`src/isaPkg.sv`:
```
`default_nettype none

package isaPkg;

    typedef logic [6:0] instrId;

    // ids with a name; 1 to 66 and 73 are numbered in the decoder
    localparam instrId IdPush   = 7'd67;
    localparam instrId IdPop    = 7'd68;
    localparam instrId IdOutput = 7'd69;
    localparam instrId IdPause  = 7'd70;
    localparam instrId IdInput  = 7'd71;
    localparam instrId IdSwi    = 7'd72;
    localparam instrId IdNop    = 7'd74;
    localparam instrId IdHalt   = 7'd75;

    typedef logic [3:0] aluOp;

    localparam aluOp AluPassA = 4'd0;
    localparam aluOp AluAnd   = 4'd1;
    localparam aluOp AluAdd   = 4'd2;
    localparam aluOp AluCmp   = 4'd3;  // sub, compare form
    localparam aluOp AluCmn   = 4'd4;
    localparam aluOp AluSub   = 4'd5;
    localparam aluOp AluEor   = 4'd6;
    localparam aluOp AluOrr   = 4'd7;
    localparam aluOp AluBic   = 4'd8;
    localparam aluOp AluTst   = 4'd9;
    localparam aluOp AluMul   = 4'd10;
    localparam aluOp AluMvn   = 4'd11;
    localparam aluOp AluPassB = 4'd12;
    localparam aluOp AluAdc   = 4'd13;
    localparam aluOp AluSbc   = 4'd14;

    typedef logic [3:0] shiftOp;

    localparam shiftOp ShNone  = 4'd0;
    localparam shiftOp ShPassB = 4'd1;
    localparam shiftOp ShAsr   = 4'd2;
    localparam shiftOp ShLsl   = 4'd3;
    localparam shiftOp ShLsr   = 4'd4;
    localparam shiftOp ShRor   = 4'd5;
    localparam shiftOp ShSxtb  = 4'd6;
    localparam shiftOp ShSxth  = 4'd7;
    localparam shiftOp ShRev   = 4'd8;

    typedef logic [2:0] flagMode;

    localparam flagMode FlagHold    = 3'd0;
    localparam flagMode FlagShift   = 3'd1;  // nzc, shifter carry
    localparam flagMode FlagAluNzcv = 3'd2;
    localparam flagMode FlagAluNz   = 3'd3;
    localparam flagMode FlagAluNzc  = 3'd4;

    // channel b and load extension share this encoding
    typedef logic [2:0] extMode;

    localparam extMode ExtNone     = 3'd0;
    localparam extMode ExtSign8    = 3'd1;
    localparam extMode ExtSign11x2 = 3'd2;
    localparam extMode ExtZero8    = 3'd3;
    localparam extMode ExtZero5    = 3'd4;

    typedef logic [2:0] regBankCtrl;
    typedef logic [2:0] memAddrCtrl;

endpackage

`default_nettype wire

```
`src/datapathPkg.sv`:
```
`default_nettype none

package datapathPkg;

    localparam int DataWidth = 32;

    typedef logic [DataWidth-1:0] dataWord;

    typedef struct packed {
        logic N;
        logic Z;
        logic C;  // set means no borrow on subtract
        logic V;
    } statusFlags;

endpackage

`default_nettype wire

```
`src/ControlCore.sv`:
```
`timescale 1ns/1ps
`default_nettype none

module ControlCore (
    input  isaPkg::instrId     instr,
    input  logic               mode,
    input  logic               confirmation,
    input  logic               resume,
    output isaPkg::aluOp       aluCtrl,
    output isaPkg::shiftOp     shiftCtrl,
    output isaPkg::flagMode    flagCtrl,
    output isaPkg::extMode     bExtCtrl,
    output isaPkg::extMode     loadExtSel,
    output isaPkg::regBankCtrl regBankSel,
    output isaPkg::memAddrCtrl memAddrSel,
    output logic               useOffset,
    output logic               memWrite,
    output logic               readInput,
    output logic               isInput,
    output logic               isOutput,
    output logic               stallFree
);
    import isaPkg::*;

    always_comb begin
        aluCtrl    = AluPassB;
        shiftCtrl  = ShNone;
        flagCtrl   = FlagHold;
        bExtCtrl   = ExtNone;
        loadExtSel = ExtNone;
        regBankSel = 3'd0;
        memAddrSel = 3'd0;
        useOffset  = 1'b0;
        memWrite   = 1'b0;
        readInput  = 1'b0;
        isInput    = 1'b0;
        isOutput   = 1'b0;
        stallFree  = 1'b1;

        case (instr) inside
            4, 6, 10, 23, 28, 29, 30, [39:57], 73: aluCtrl = AluAdd;
            5, 7, 9, 11, 22, 31, 32, 33:           aluCtrl = AluSub;
            12:                                    aluCtrl = AluCmp;
            13:                                    aluCtrl = AluAdc;
            17:                                    aluCtrl = AluAnd;
            18:                                    aluCtrl = AluBic;
            20:                                    aluCtrl = AluSbc;
            21:                                    aluCtrl = AluEor;
            24:                                    aluCtrl = AluOrr;
            25:                                    aluCtrl = AluTst;
            26:                                    aluCtrl = AluCmn;
            34:                                    aluCtrl = AluMul;
            65:                                    aluCtrl = AluMvn;
            IdOutput, IdInput:                     aluCtrl = AluPassA;
            default:                               aluCtrl = AluPassB;
        endcase

        case (instr) inside
            1, 14:   shiftCtrl = ShLsl;
            2, 15:   shiftCtrl = ShLsr;
            3, 16:   shiftCtrl = ShAsr;
            19:      shiftCtrl = ShRor;
            39:      shiftCtrl = ShPassB;  // pc-relative address via b
            63:      shiftCtrl = ShSxtb;
            64:      shiftCtrl = ShSxth;
            66:      shiftCtrl = ShRev;
            default: shiftCtrl = ShNone;
        endcase

        case (instr) inside
            [1:3], 14, 15, 16, 19:                           flagCtrl = FlagShift;
            [4:7], [9:11], 13, 20, 22, 23, [31:33]:          flagCtrl = FlagAluNzcv;
            8, 12, 17, 18, 21, [24:27]:                      flagCtrl = FlagAluNz;
            34, 65:                                          flagCtrl = FlagAluNzc;
            default:                                         flagCtrl = FlagHold;
        endcase

        case (instr) inside
            [1:3], [6:11], 39, [48:57], 73: useOffset = 1'b1;
            IdSwi:                          useOffset = !mode;  // user mode takes the vector
            default:                        useOffset = 1'b0;
        endcase

        case (instr) inside
            54, 55, 60, 73: bExtCtrl = ExtSign11x2;
            59:             bExtCtrl = ExtSign8;
            61:             bExtCtrl = ExtZero8;
            62:             bExtCtrl = ExtZero5;
            default:        bExtCtrl = ExtNone;
        endcase

        // load side
        case (instr) inside
            47:                 loadExtSel = ExtSign8;
            43:                 loadExtSel = ExtSign11x2;
            45, 53, IdInput:    loadExtSel = ExtZero8;
            46, 51:             loadExtSel = ExtZero5;
            default:            loadExtSel = ExtNone;
        endcase

        case (instr) inside
            IdPush:                     memAddrSel = 3'd1;
            IdPop:                      memAddrSel = 3'd2;
            42, 43, 46, 50, 51:         memAddrSel = 3'd3;
            41, 45, 47, 52, 53:         memAddrSel = 3'd4;
            39, 40, 44, 48, 49, 54, 55: memAddrSel = 3'd5;
            default:                    memAddrSel = 3'd0;
        endcase

        case (instr) inside
            40, 41, 42, 48, 50, 52, 54, IdPush: memWrite = 1'b1;
            default:                            memWrite = 1'b0;
        endcase

        case (instr) inside
            [1:8], [10:21], [24:29], 31, [34:37], 56, 57, [59:66]:
                regBankSel = 3'd1;
            39, 43, 44, 45, 46, 47, 49, 51, 53, 55, IdPop, IdInput:
                regBankSel = 3'd3;
            58:
                regBankSel = 3'd2;
            IdSwi:
                regBankSel = mode ? 3'd0 : 3'd4;
            default:
                regBankSel = 3'd0;
        endcase

        // handshake group
        case (instr)
            IdOutput: begin
                isOutput  = 1'b1;
                stallFree = confirmation;
            end
            IdPause: begin
                isInput   = 1'b1;
                isOutput  = 1'b1;
                stallFree = resume;
            end
            IdInput: begin
                isInput   = 1'b1;
                readInput = 1'b1;
                stallFree = confirmation;
            end
            IdHalt:  stallFree = 1'b0;
            default: stallFree = 1'b1;
        endcase
    end

endmodule

`default_nettype wire

```
`src/ChannelBExtend.sv`:
```
`timescale 1ns/1ps
`default_nettype none

module ChannelBExtend (
    input  datapathPkg::dataWord operandB,
    input  datapathPkg::dataWord offset,
    input  logic                 useOffset,
    input  isaPkg::extMode       bExtCtrl,
    output datapathPkg::dataWord channelB
);
    import isaPkg::*;
    import datapathPkg::*;

    dataWord source;

    assign source = useOffset ? offset : operandB;

    always_comb begin
        case (bExtCtrl)
            ExtSign8:    channelB = {{(DataWidth-8){source[7]}}, source[7:0]};
            ExtSign11x2: channelB = {{(DataWidth-12){source[10]}}, source[10:0], 1'b0};
            ExtZero8:    channelB = {{(DataWidth-8){1'b0}}, source[7:0]};
            ExtZero5:    channelB = {{(DataWidth-5){1'b0}}, source[4:0]};
            default:     channelB = source;
        endcase
    end

endmodule

`default_nettype wire

```
`src/AluUnit.sv`:
```
`timescale 1ns/1ps
`default_nettype none

module AluUnit (
    input  datapathPkg::dataWord opA,
    input  datapathPkg::dataWord opB,
    input  isaPkg::aluOp         aluCtrl,
    input  logic                 carryIn,
    output datapathPkg::dataWord aluResult,
    output logic                 aluCarry,
    output logic                 aluOverflow
);
    import isaPkg::*;
    import datapathPkg::*;

    logic               isSub;
    logic               isArith;
    logic               addCin;
    dataWord            addB;
    logic [DataWidth:0] sum;  // top bit is carry out

    assign isSub   = aluCtrl inside {AluCmp, AluSub, AluSbc};
    assign isArith = aluCtrl inside {AluAdd, AluCmp, AluCmn, AluSub, AluAdc, AluSbc};
    assign addB    = isSub ? ~opB : opB;

    always_comb begin
        case (aluCtrl)
            AluAdc, AluSbc: addCin = carryIn;
            AluCmp, AluSub: addCin = 1'b1;
            default:        addCin = 1'b0;
        endcase
    end

    // one adder for all add and subtract forms
    assign sum = {1'b0, opA} + {1'b0, addB} + {{DataWidth{1'b0}}, addCin};

    always_comb begin
        case (aluCtrl)
            AluPassA: aluResult = opA;
            AluAnd,
            AluTst:   aluResult = opA & opB;
            AluAdd,
            AluCmp,
            AluCmn,
            AluSub,
            AluAdc,
            AluSbc:   aluResult = sum[DataWidth-1:0];
            AluEor:   aluResult = opA ^ opB;
            AluOrr:   aluResult = opA | opB;
            AluBic:   aluResult = opA & ~opB;
            AluMul:   aluResult = opA * opB;  // low word only
            AluMvn:   aluResult = ~opB;
            default:  aluResult = opB;
        endcase
    end

    assign aluCarry    = isArith ? sum[DataWidth] : carryIn;
    // operands agree in sign, result does not
    assign aluOverflow = isArith && (opA[DataWidth-1] == addB[DataWidth-1])
                         && (sum[DataWidth-1] != opA[DataWidth-1]);

endmodule

`default_nettype wire

```
`src/ShiftUnit.sv`:
```
`timescale 1ns/1ps
`default_nettype none

module ShiftUnit (
    input  datapathPkg::dataWord opA,
    input  logic [4:0]           amount,
    input  datapathPkg::dataWord opB,
    input  isaPkg::shiftOp       shiftCtrl,
    input  logic                 carryIn,
    output datapathPkg::dataWord shiftResult,
    output logic                 shiftCarry
);
    import isaPkg::*;
    import datapathPkg::*;

    logic [DataWidth:0]        lslWide;  // {carry, word}
    logic [DataWidth:0]        lsrWide;  // {word, carry}
    logic signed [DataWidth:0] asrWide;
    dataWord                   rorWord;

    assign lslWide = {1'b0, opA} << amount;
    assign lsrWide = {opA, 1'b0} >> amount;
    assign asrWide = $signed({opA, 1'b0}) >>> amount;
    assign rorWord = dataWord'({opA, opA} >> amount);

    always_comb begin
        case (shiftCtrl)
            ShLsl:   shiftResult = lslWide[DataWidth-1:0];
            ShLsr:   shiftResult = lsrWide[DataWidth:1];
            ShAsr:   shiftResult = asrWide[DataWidth:1];
            ShRor:   shiftResult = rorWord;
            ShPassB: shiftResult = opB;
            ShSxtb:  shiftResult = {{(DataWidth-8){opB[7]}}, opB[7:0]};
            ShSxth:  shiftResult = {{(DataWidth-16){opB[15]}}, opB[15:0]};
            ShRev:   shiftResult = {opB[7:0], opB[15:8], opB[23:16], opB[31:24]};
            default: shiftResult = opA;
        endcase
    end

    // last bit out; no shift keeps the stored carry
    always_comb begin
        case (shiftCtrl)
            ShLsl:   shiftCarry = lslWide[DataWidth];
            ShLsr:   shiftCarry = lsrWide[0];
            ShAsr:   shiftCarry = asrWide[0];
            ShRor:   shiftCarry = rorWord[DataWidth-1];
            default: shiftCarry = carryIn;
        endcase
        if (amount == 5'd0)
            shiftCarry = carryIn;
    end

endmodule

`default_nettype wire

```
`src/FlagResultMerge.sv`:
```
`timescale 1ns/1ps
`default_nettype none

module FlagResultMerge (
    input  logic                    clk,
    input  logic                    rstN,
    input  datapathPkg::dataWord    aluResult,
    input  logic                    aluCarry,
    input  logic                    aluOverflow,
    input  datapathPkg::dataWord    shiftResult,
    input  logic                    shiftCarry,
    input  isaPkg::shiftOp          shiftCtrl,
    input  isaPkg::flagMode         flagCtrl,
    input  logic                    stallFree,
    input  logic                    isInput,
    input  logic                    isOutput,
    output datapathPkg::dataWord    result,
    output datapathPkg::statusFlags flags,
    output logic                    running
);
    import isaPkg::*;
    import datapathPkg::*;

    dataWord    chosen;
    statusFlags nextFlags;
    logic       haltSeen;

    assign chosen   = (shiftCtrl != ShNone) ? shiftResult : aluResult;
    // stall with no handshake pending means halt
    assign haltSeen = !stallFree && !isInput && !isOutput;

    always_comb begin
        nextFlags = flags;
        if (flagCtrl != FlagHold) begin
            nextFlags.N = chosen[DataWidth-1];
            nextFlags.Z = (chosen == '0);
        end
        case (flagCtrl)
            FlagShift:   nextFlags.C = shiftCarry;
            FlagAluNzcv: begin
                nextFlags.C = aluCarry;
                nextFlags.V = aluOverflow;
            end
            FlagAluNzc:  nextFlags.C = aluCarry;
            default: ;  // nz only, or hold
        endcase
    end

    always_ff @(posedge clk) begin
        if (!rstN) begin
            result  <= '0;
            flags   <= '0;
            running <= 1'b1;
        end else if (running) begin
            if (stallFree) begin
                result <= chosen;
                flags  <= nextFlags;
            end
            if (haltSeen)
                running <= 1'b0;  // only reset restarts
        end
    end

endmodule

`default_nettype wire

```
`src/ExecuteCore.sv`:
```
`timescale 1ns/1ps
`default_nettype none

module ExecuteCore (
    input  logic                    clk,
    input  logic                    rstN,
    input  isaPkg::instrId          instr,
    input  datapathPkg::dataWord    operandA,
    input  datapathPkg::dataWord    operandB,
    input  datapathPkg::dataWord    offset,
    input  logic                    mode,
    input  logic                    confirmation,
    input  logic                    resume,
    output datapathPkg::dataWord    result,
    output datapathPkg::statusFlags flags,
    output logic                    running,
    output isaPkg::regBankCtrl      regBankSel,
    output isaPkg::memAddrCtrl      memAddrSel,
    output isaPkg::extMode          loadExtSel,
    output logic                    memWrite,
    output logic                    readInput,
    output logic                    isInput,
    output logic                    isOutput
);
    import isaPkg::*;
    import datapathPkg::*;

    aluOp    aluCtrl;
    shiftOp  shiftCtrl;
    flagMode flagCtrl;
    extMode  bExtCtrl;
    logic    useOffset;
    logic    stallFree;
    dataWord channelB;
    dataWord aluResult;
    logic    aluCarry;
    logic    aluOverflow;
    dataWord shiftResult;
    logic    shiftCarry;

    ControlCore i_control (
        .instr(instr), .mode(mode), .confirmation(confirmation), .resume(resume),
        .aluCtrl(aluCtrl), .shiftCtrl(shiftCtrl), .flagCtrl(flagCtrl),
        .bExtCtrl(bExtCtrl), .loadExtSel(loadExtSel), .regBankSel(regBankSel),
        .memAddrSel(memAddrSel), .useOffset(useOffset), .memWrite(memWrite),
        .readInput(readInput), .isInput(isInput), .isOutput(isOutput),
        .stallFree(stallFree)
    );

    ChannelBExtend i_channelB (
        .operandB(operandB), .offset(offset), .useOffset(useOffset),
        .bExtCtrl(bExtCtrl), .channelB(channelB)
    );

    AluUnit i_alu (
        .opA(operandA), .opB(channelB), .aluCtrl(aluCtrl), .carryIn(flags.C),
        .aluResult(aluResult), .aluCarry(aluCarry), .aluOverflow(aluOverflow)
    );

    // shift amount rides in the low bits of channel b
    ShiftUnit i_shift (
        .opA(operandA), .amount(channelB[4:0]), .opB(channelB),
        .shiftCtrl(shiftCtrl), .carryIn(flags.C),
        .shiftResult(shiftResult), .shiftCarry(shiftCarry)
    );

    FlagResultMerge i_merge (
        .clk(clk), .rstN(rstN), .aluResult(aluResult), .aluCarry(aluCarry),
        .aluOverflow(aluOverflow), .shiftResult(shiftResult), .shiftCarry(shiftCarry),
        .shiftCtrl(shiftCtrl), .flagCtrl(flagCtrl), .stallFree(stallFree),
        .isInput(isInput), .isOutput(isOutput),
        .result(result), .flags(flags), .running(running)
    );

endmodule

`default_nettype wire

```
`config.mk`:
```
export PLATFORM = sky130hd
export DESIGN_NAME = ExecuteCore
export DESIGN_NICKNAME = d
export VERILOG_FILES = /design/src/isaPkg.sv /design/src/datapathPkg.sv /design/src/ControlCore.sv /design/src/ChannelBExtend.sv /design/src/AluUnit.sv /design/src/ShiftUnit.sv /design/src/FlagResultMerge.sv /design/src/ExecuteCore.sv
export SDC_FILE = /design/constraint.sdc
export NUM_CORES = 2
export LEC_CHECK = 0
export BUFFER_PORTS_ARGS = -buffer_cell sky130_fd_sc_hd__buf_2
export CORE_UTILIZATION = 50
export CTS_CLUSTER_SIZE = 8
export DETAILED_ROUTE_END_ITERATION = 6
export PLACE_DENSITY = 0.67
export SYNTH_ARGS = -nofsm -noshare
export SYNTH_HDL_FRONTEND = slang
export SYNTH_SLANG_ARGS = --single-unit
```
`constraint.sdc`:
```
create_clock -name clk -period 14.9 [get_ports clk]
set_input_delay 0 -clock clk [delete_from_list [all_inputs] [get_ports clk]]
set_output_delay 0 -clock clk [all_outputs]
set_load 0.01 [all_outputs]
```
==> results.md <==
- Clock Latency Late Sink: roughly 290 ps
- Setup violations, final: 0
- Maximum number of pins on one net before global-route repair: 71
- Cells on worst reg2reg path: 18
- Netlist cell types: 106
- Rows: 86
- Status: finished, violations left
- Post-DP HPWL: 104000 µm
- Min-Delay Endpoint: i_merge.running$_SDFF_PN1_
- Synth area leaders: fa_1 29%, ha_1 9.0%, nand2_1 6.1%
- Hold_buf cts: 0
- Via-per-instance ratio: approximately 6.7
- Area leader, netlist: fa_1
- Final slew viol count: 0
- CTS tree: built
- Synthesis-to-layout area growth: 5.21%
- Drt first pass iters: 7
- Sink Count: 37
- Async set or reset register ratio after synthesis: 0%
- Vias: about 30000
- Worst slew margin: 14.4%
- Top cells by count, synth: 463 x nand2_1, 460 x inv_1, 410 x fa_1
- Core area: 0.0555 mm²
- Clock buffer depth: 2
- Reg clk slew, reported paths: ~70 ps
- Slowest stage delay, CP: 760 ps
- Top cell by count, worst path: fa_1
- WS Path Type: primary input to flip-flop
- CTS resizes: 0
- Most common cell in the netlist: nand2_1
- Crit path arrival time: 11960 ps
- RSZ-0062 raised after global routing: false
- Tot GR Track Use: about 48%
- Min Hold Slack: ~200 ps
- Final Cycle Share: 78.8%
- Final instance area: roughly 0.03 mm²
- Hold WC Path Type: primary input to flip-flop
- First-pass GRT wire length: between 150000 and 200000 µm
- Antenna Nets Post-Route: 0
- RR Endpoint: i_merge.flags[2]$_SDFFE_PN0P_
- WHS Path Cells: 2
- Slowest CP cell: nor2_4
- Mapped Area: 0.0283 mm²
- Worst path required time: between 15000 and 20000 ps
- Starting Density: 50.9%
- CP Capture Type: flip-flop
- Residual DRC count: 2
- Post-Syn Nets: between 4000 and 5000
- Wirelength per Cell: 31.0 µm
- Routability Congestion: approximately 1.1
- Placed cell area: approximately 0.03 mm²
- Syn_area_per_cell: about 7.6 µm²
- Max Clk Rate: approximately 0.085 GHz
- Worst setup path startpoint: instr[3]
- Setup repair bufs after CTS: 0
- Die Y: between 200 and 250 µm
- Count of final hold-check violations: 0
- Worst Tran Pin Value: around 1300 ps
- Synth Register Bits: 37
- Skew final: a little over 8 ps
- Initial antenna violation count: 5
- Tmin final: about 12000 ps
- CTS Buf Count: 5
- Worst setup SP type: primary input
- # H-tree levels: 2
- Maxcap violations: 0
- Seq/Total Area, Yosys: about 2.6%
- Most used DFF post-synth: dfxtp_1
- Clock Root Buffer: clkbuf_16
- DR iter-0 viols: between 4000 and 5000
- Total die area: 0.0575 mm²
- Die width: 240 µm
- WL final: about 140000 µm
- IO Port Bufs: ~160
- Io pins: between 150 and 200
- Final nets: between 4000 and 5000
- Reg2reg setup slack: ~8700 ps
- Final TNS setup: 0 ps
- Layout cells sized above 1: 10.1%
- Top cell type's share of synthesized area: between 20 and 30%
- Global route overflow: 0
- Post-Synthesis Cells: between 3000 and 4000
- Reg2Reg Launch Point: i_merge.flags[1]$_SDFFE_PN0P_
- Violated checks: DRC
- Hold Startpoint: rstN
- Crit-path max FO: 35
- Number of synthesized flops with an enable pin: 0
- Ys Warns: 0
- Number of global-route vias before repair: between 20000 and 30000
through the flow:
stage          util, %  worst slack, ps  cells
3_3_place_gp      53.2             3360   4446
2_1_floorplan        -             5250   3722
4_1_cts           53.6             3380   4454
5_1_grt           53.6             2650   4454
6_report          53.6             3160   4456
3_5_place_dp      53.2             3100   4446
sequential cells by signal (all words and copies together) (netlist names):
name	count
i_merge.running	1
i_merge.result	32
i_merge.flags	4
cell usage in the layout, fill, tap and decap left out, types with 17 or more instances in the layout:
cell	count
nand2_1	463
inv_1	458
fa_1	410
nor2_1	396
a21oi_1	214
ha_1	203
o21ai_0	160
buf_2	157
nor3_1	94
buf_4	85
xnor2_1	84
mux2i_1	76
nand3_1	53
xor2_1	49
a211oi_1	48
o211ai_1	47
dfxtp_1	37
a221oi_1	35
a21o_1	31
o21a_1	30
a22oi_1	30
o22ai_1	30
nand2b_1	26
a31oi_1	26
o221ai_1	23
nor2b_1	22
and2_1	21
o21ai_1	20
a22o_1	18
mux2_2	18
or3_1	17
worst max-delay path: cells and delay by family:
family,cells,cell delay [ps]
buf+inv,7,1720
mux,2,380
fa+ha+maj,9,3780
simple gates,6,2270
xor+xnor,1,270
compound gates,13,3490
metal layers:
layer	global-route usage [%]	share of wire, %
met5	0	0.041
met4	36.2	9.4
met3	12.8	13
met2	70.5	41
met1	60.5	37
final cells by class:
cell class	count	area (µm²)
Fill cell	5585	25800
Inverter	483	1820
Clock buffer	5	125
Timing Repair Buffer	243	1440
Sequential cell	37	741
Antenna cell	2	5.00
Multi-Input combinational cell	2935	24600
Clock inverter	3	65.1
Tap cell	748	936
logic make-up after synthesis:
logic type	synth area share, %
buffers and inverters	10.7
AO/OA/AOI/OAI	20.4
multiplexers	4.75
AND/OR/NAND/NOR	19.1
adder cells (fa/ha/maj)	38.0
flip-flops	2.62
XOR/XNOR	4.44
worst max-delay path by stage:
| stage | to | slack [ps] | cells past startpoint |
|---|---|---|---|
| after detailed placement | i_merge.flags[3]$_SDFFE_PN0P_ | 3100 | 38 |
| after global placement | i_merge.flags[3]$_SDFFE_PN0P_ | 3360 | 38 |
| after CTS | i_merge.flags[3]$_SDFFE_PN0P_ | 3380 | 38 |
| after floorplan | i_merge.flags[3]$_SDFFE_PN0P_ | 5250 | 41 |
| after global routing | i_merge.flags[3]$_SDFFE_PN0P_ | 2650 | 38 |
| final | i_merge.flags[3]$_SDFFE_PN0P_ | 3160 | 38 |
Power is not shown: default switching activity piles up to over one toggle a cycle in this logic, so the estimate is an artifact.
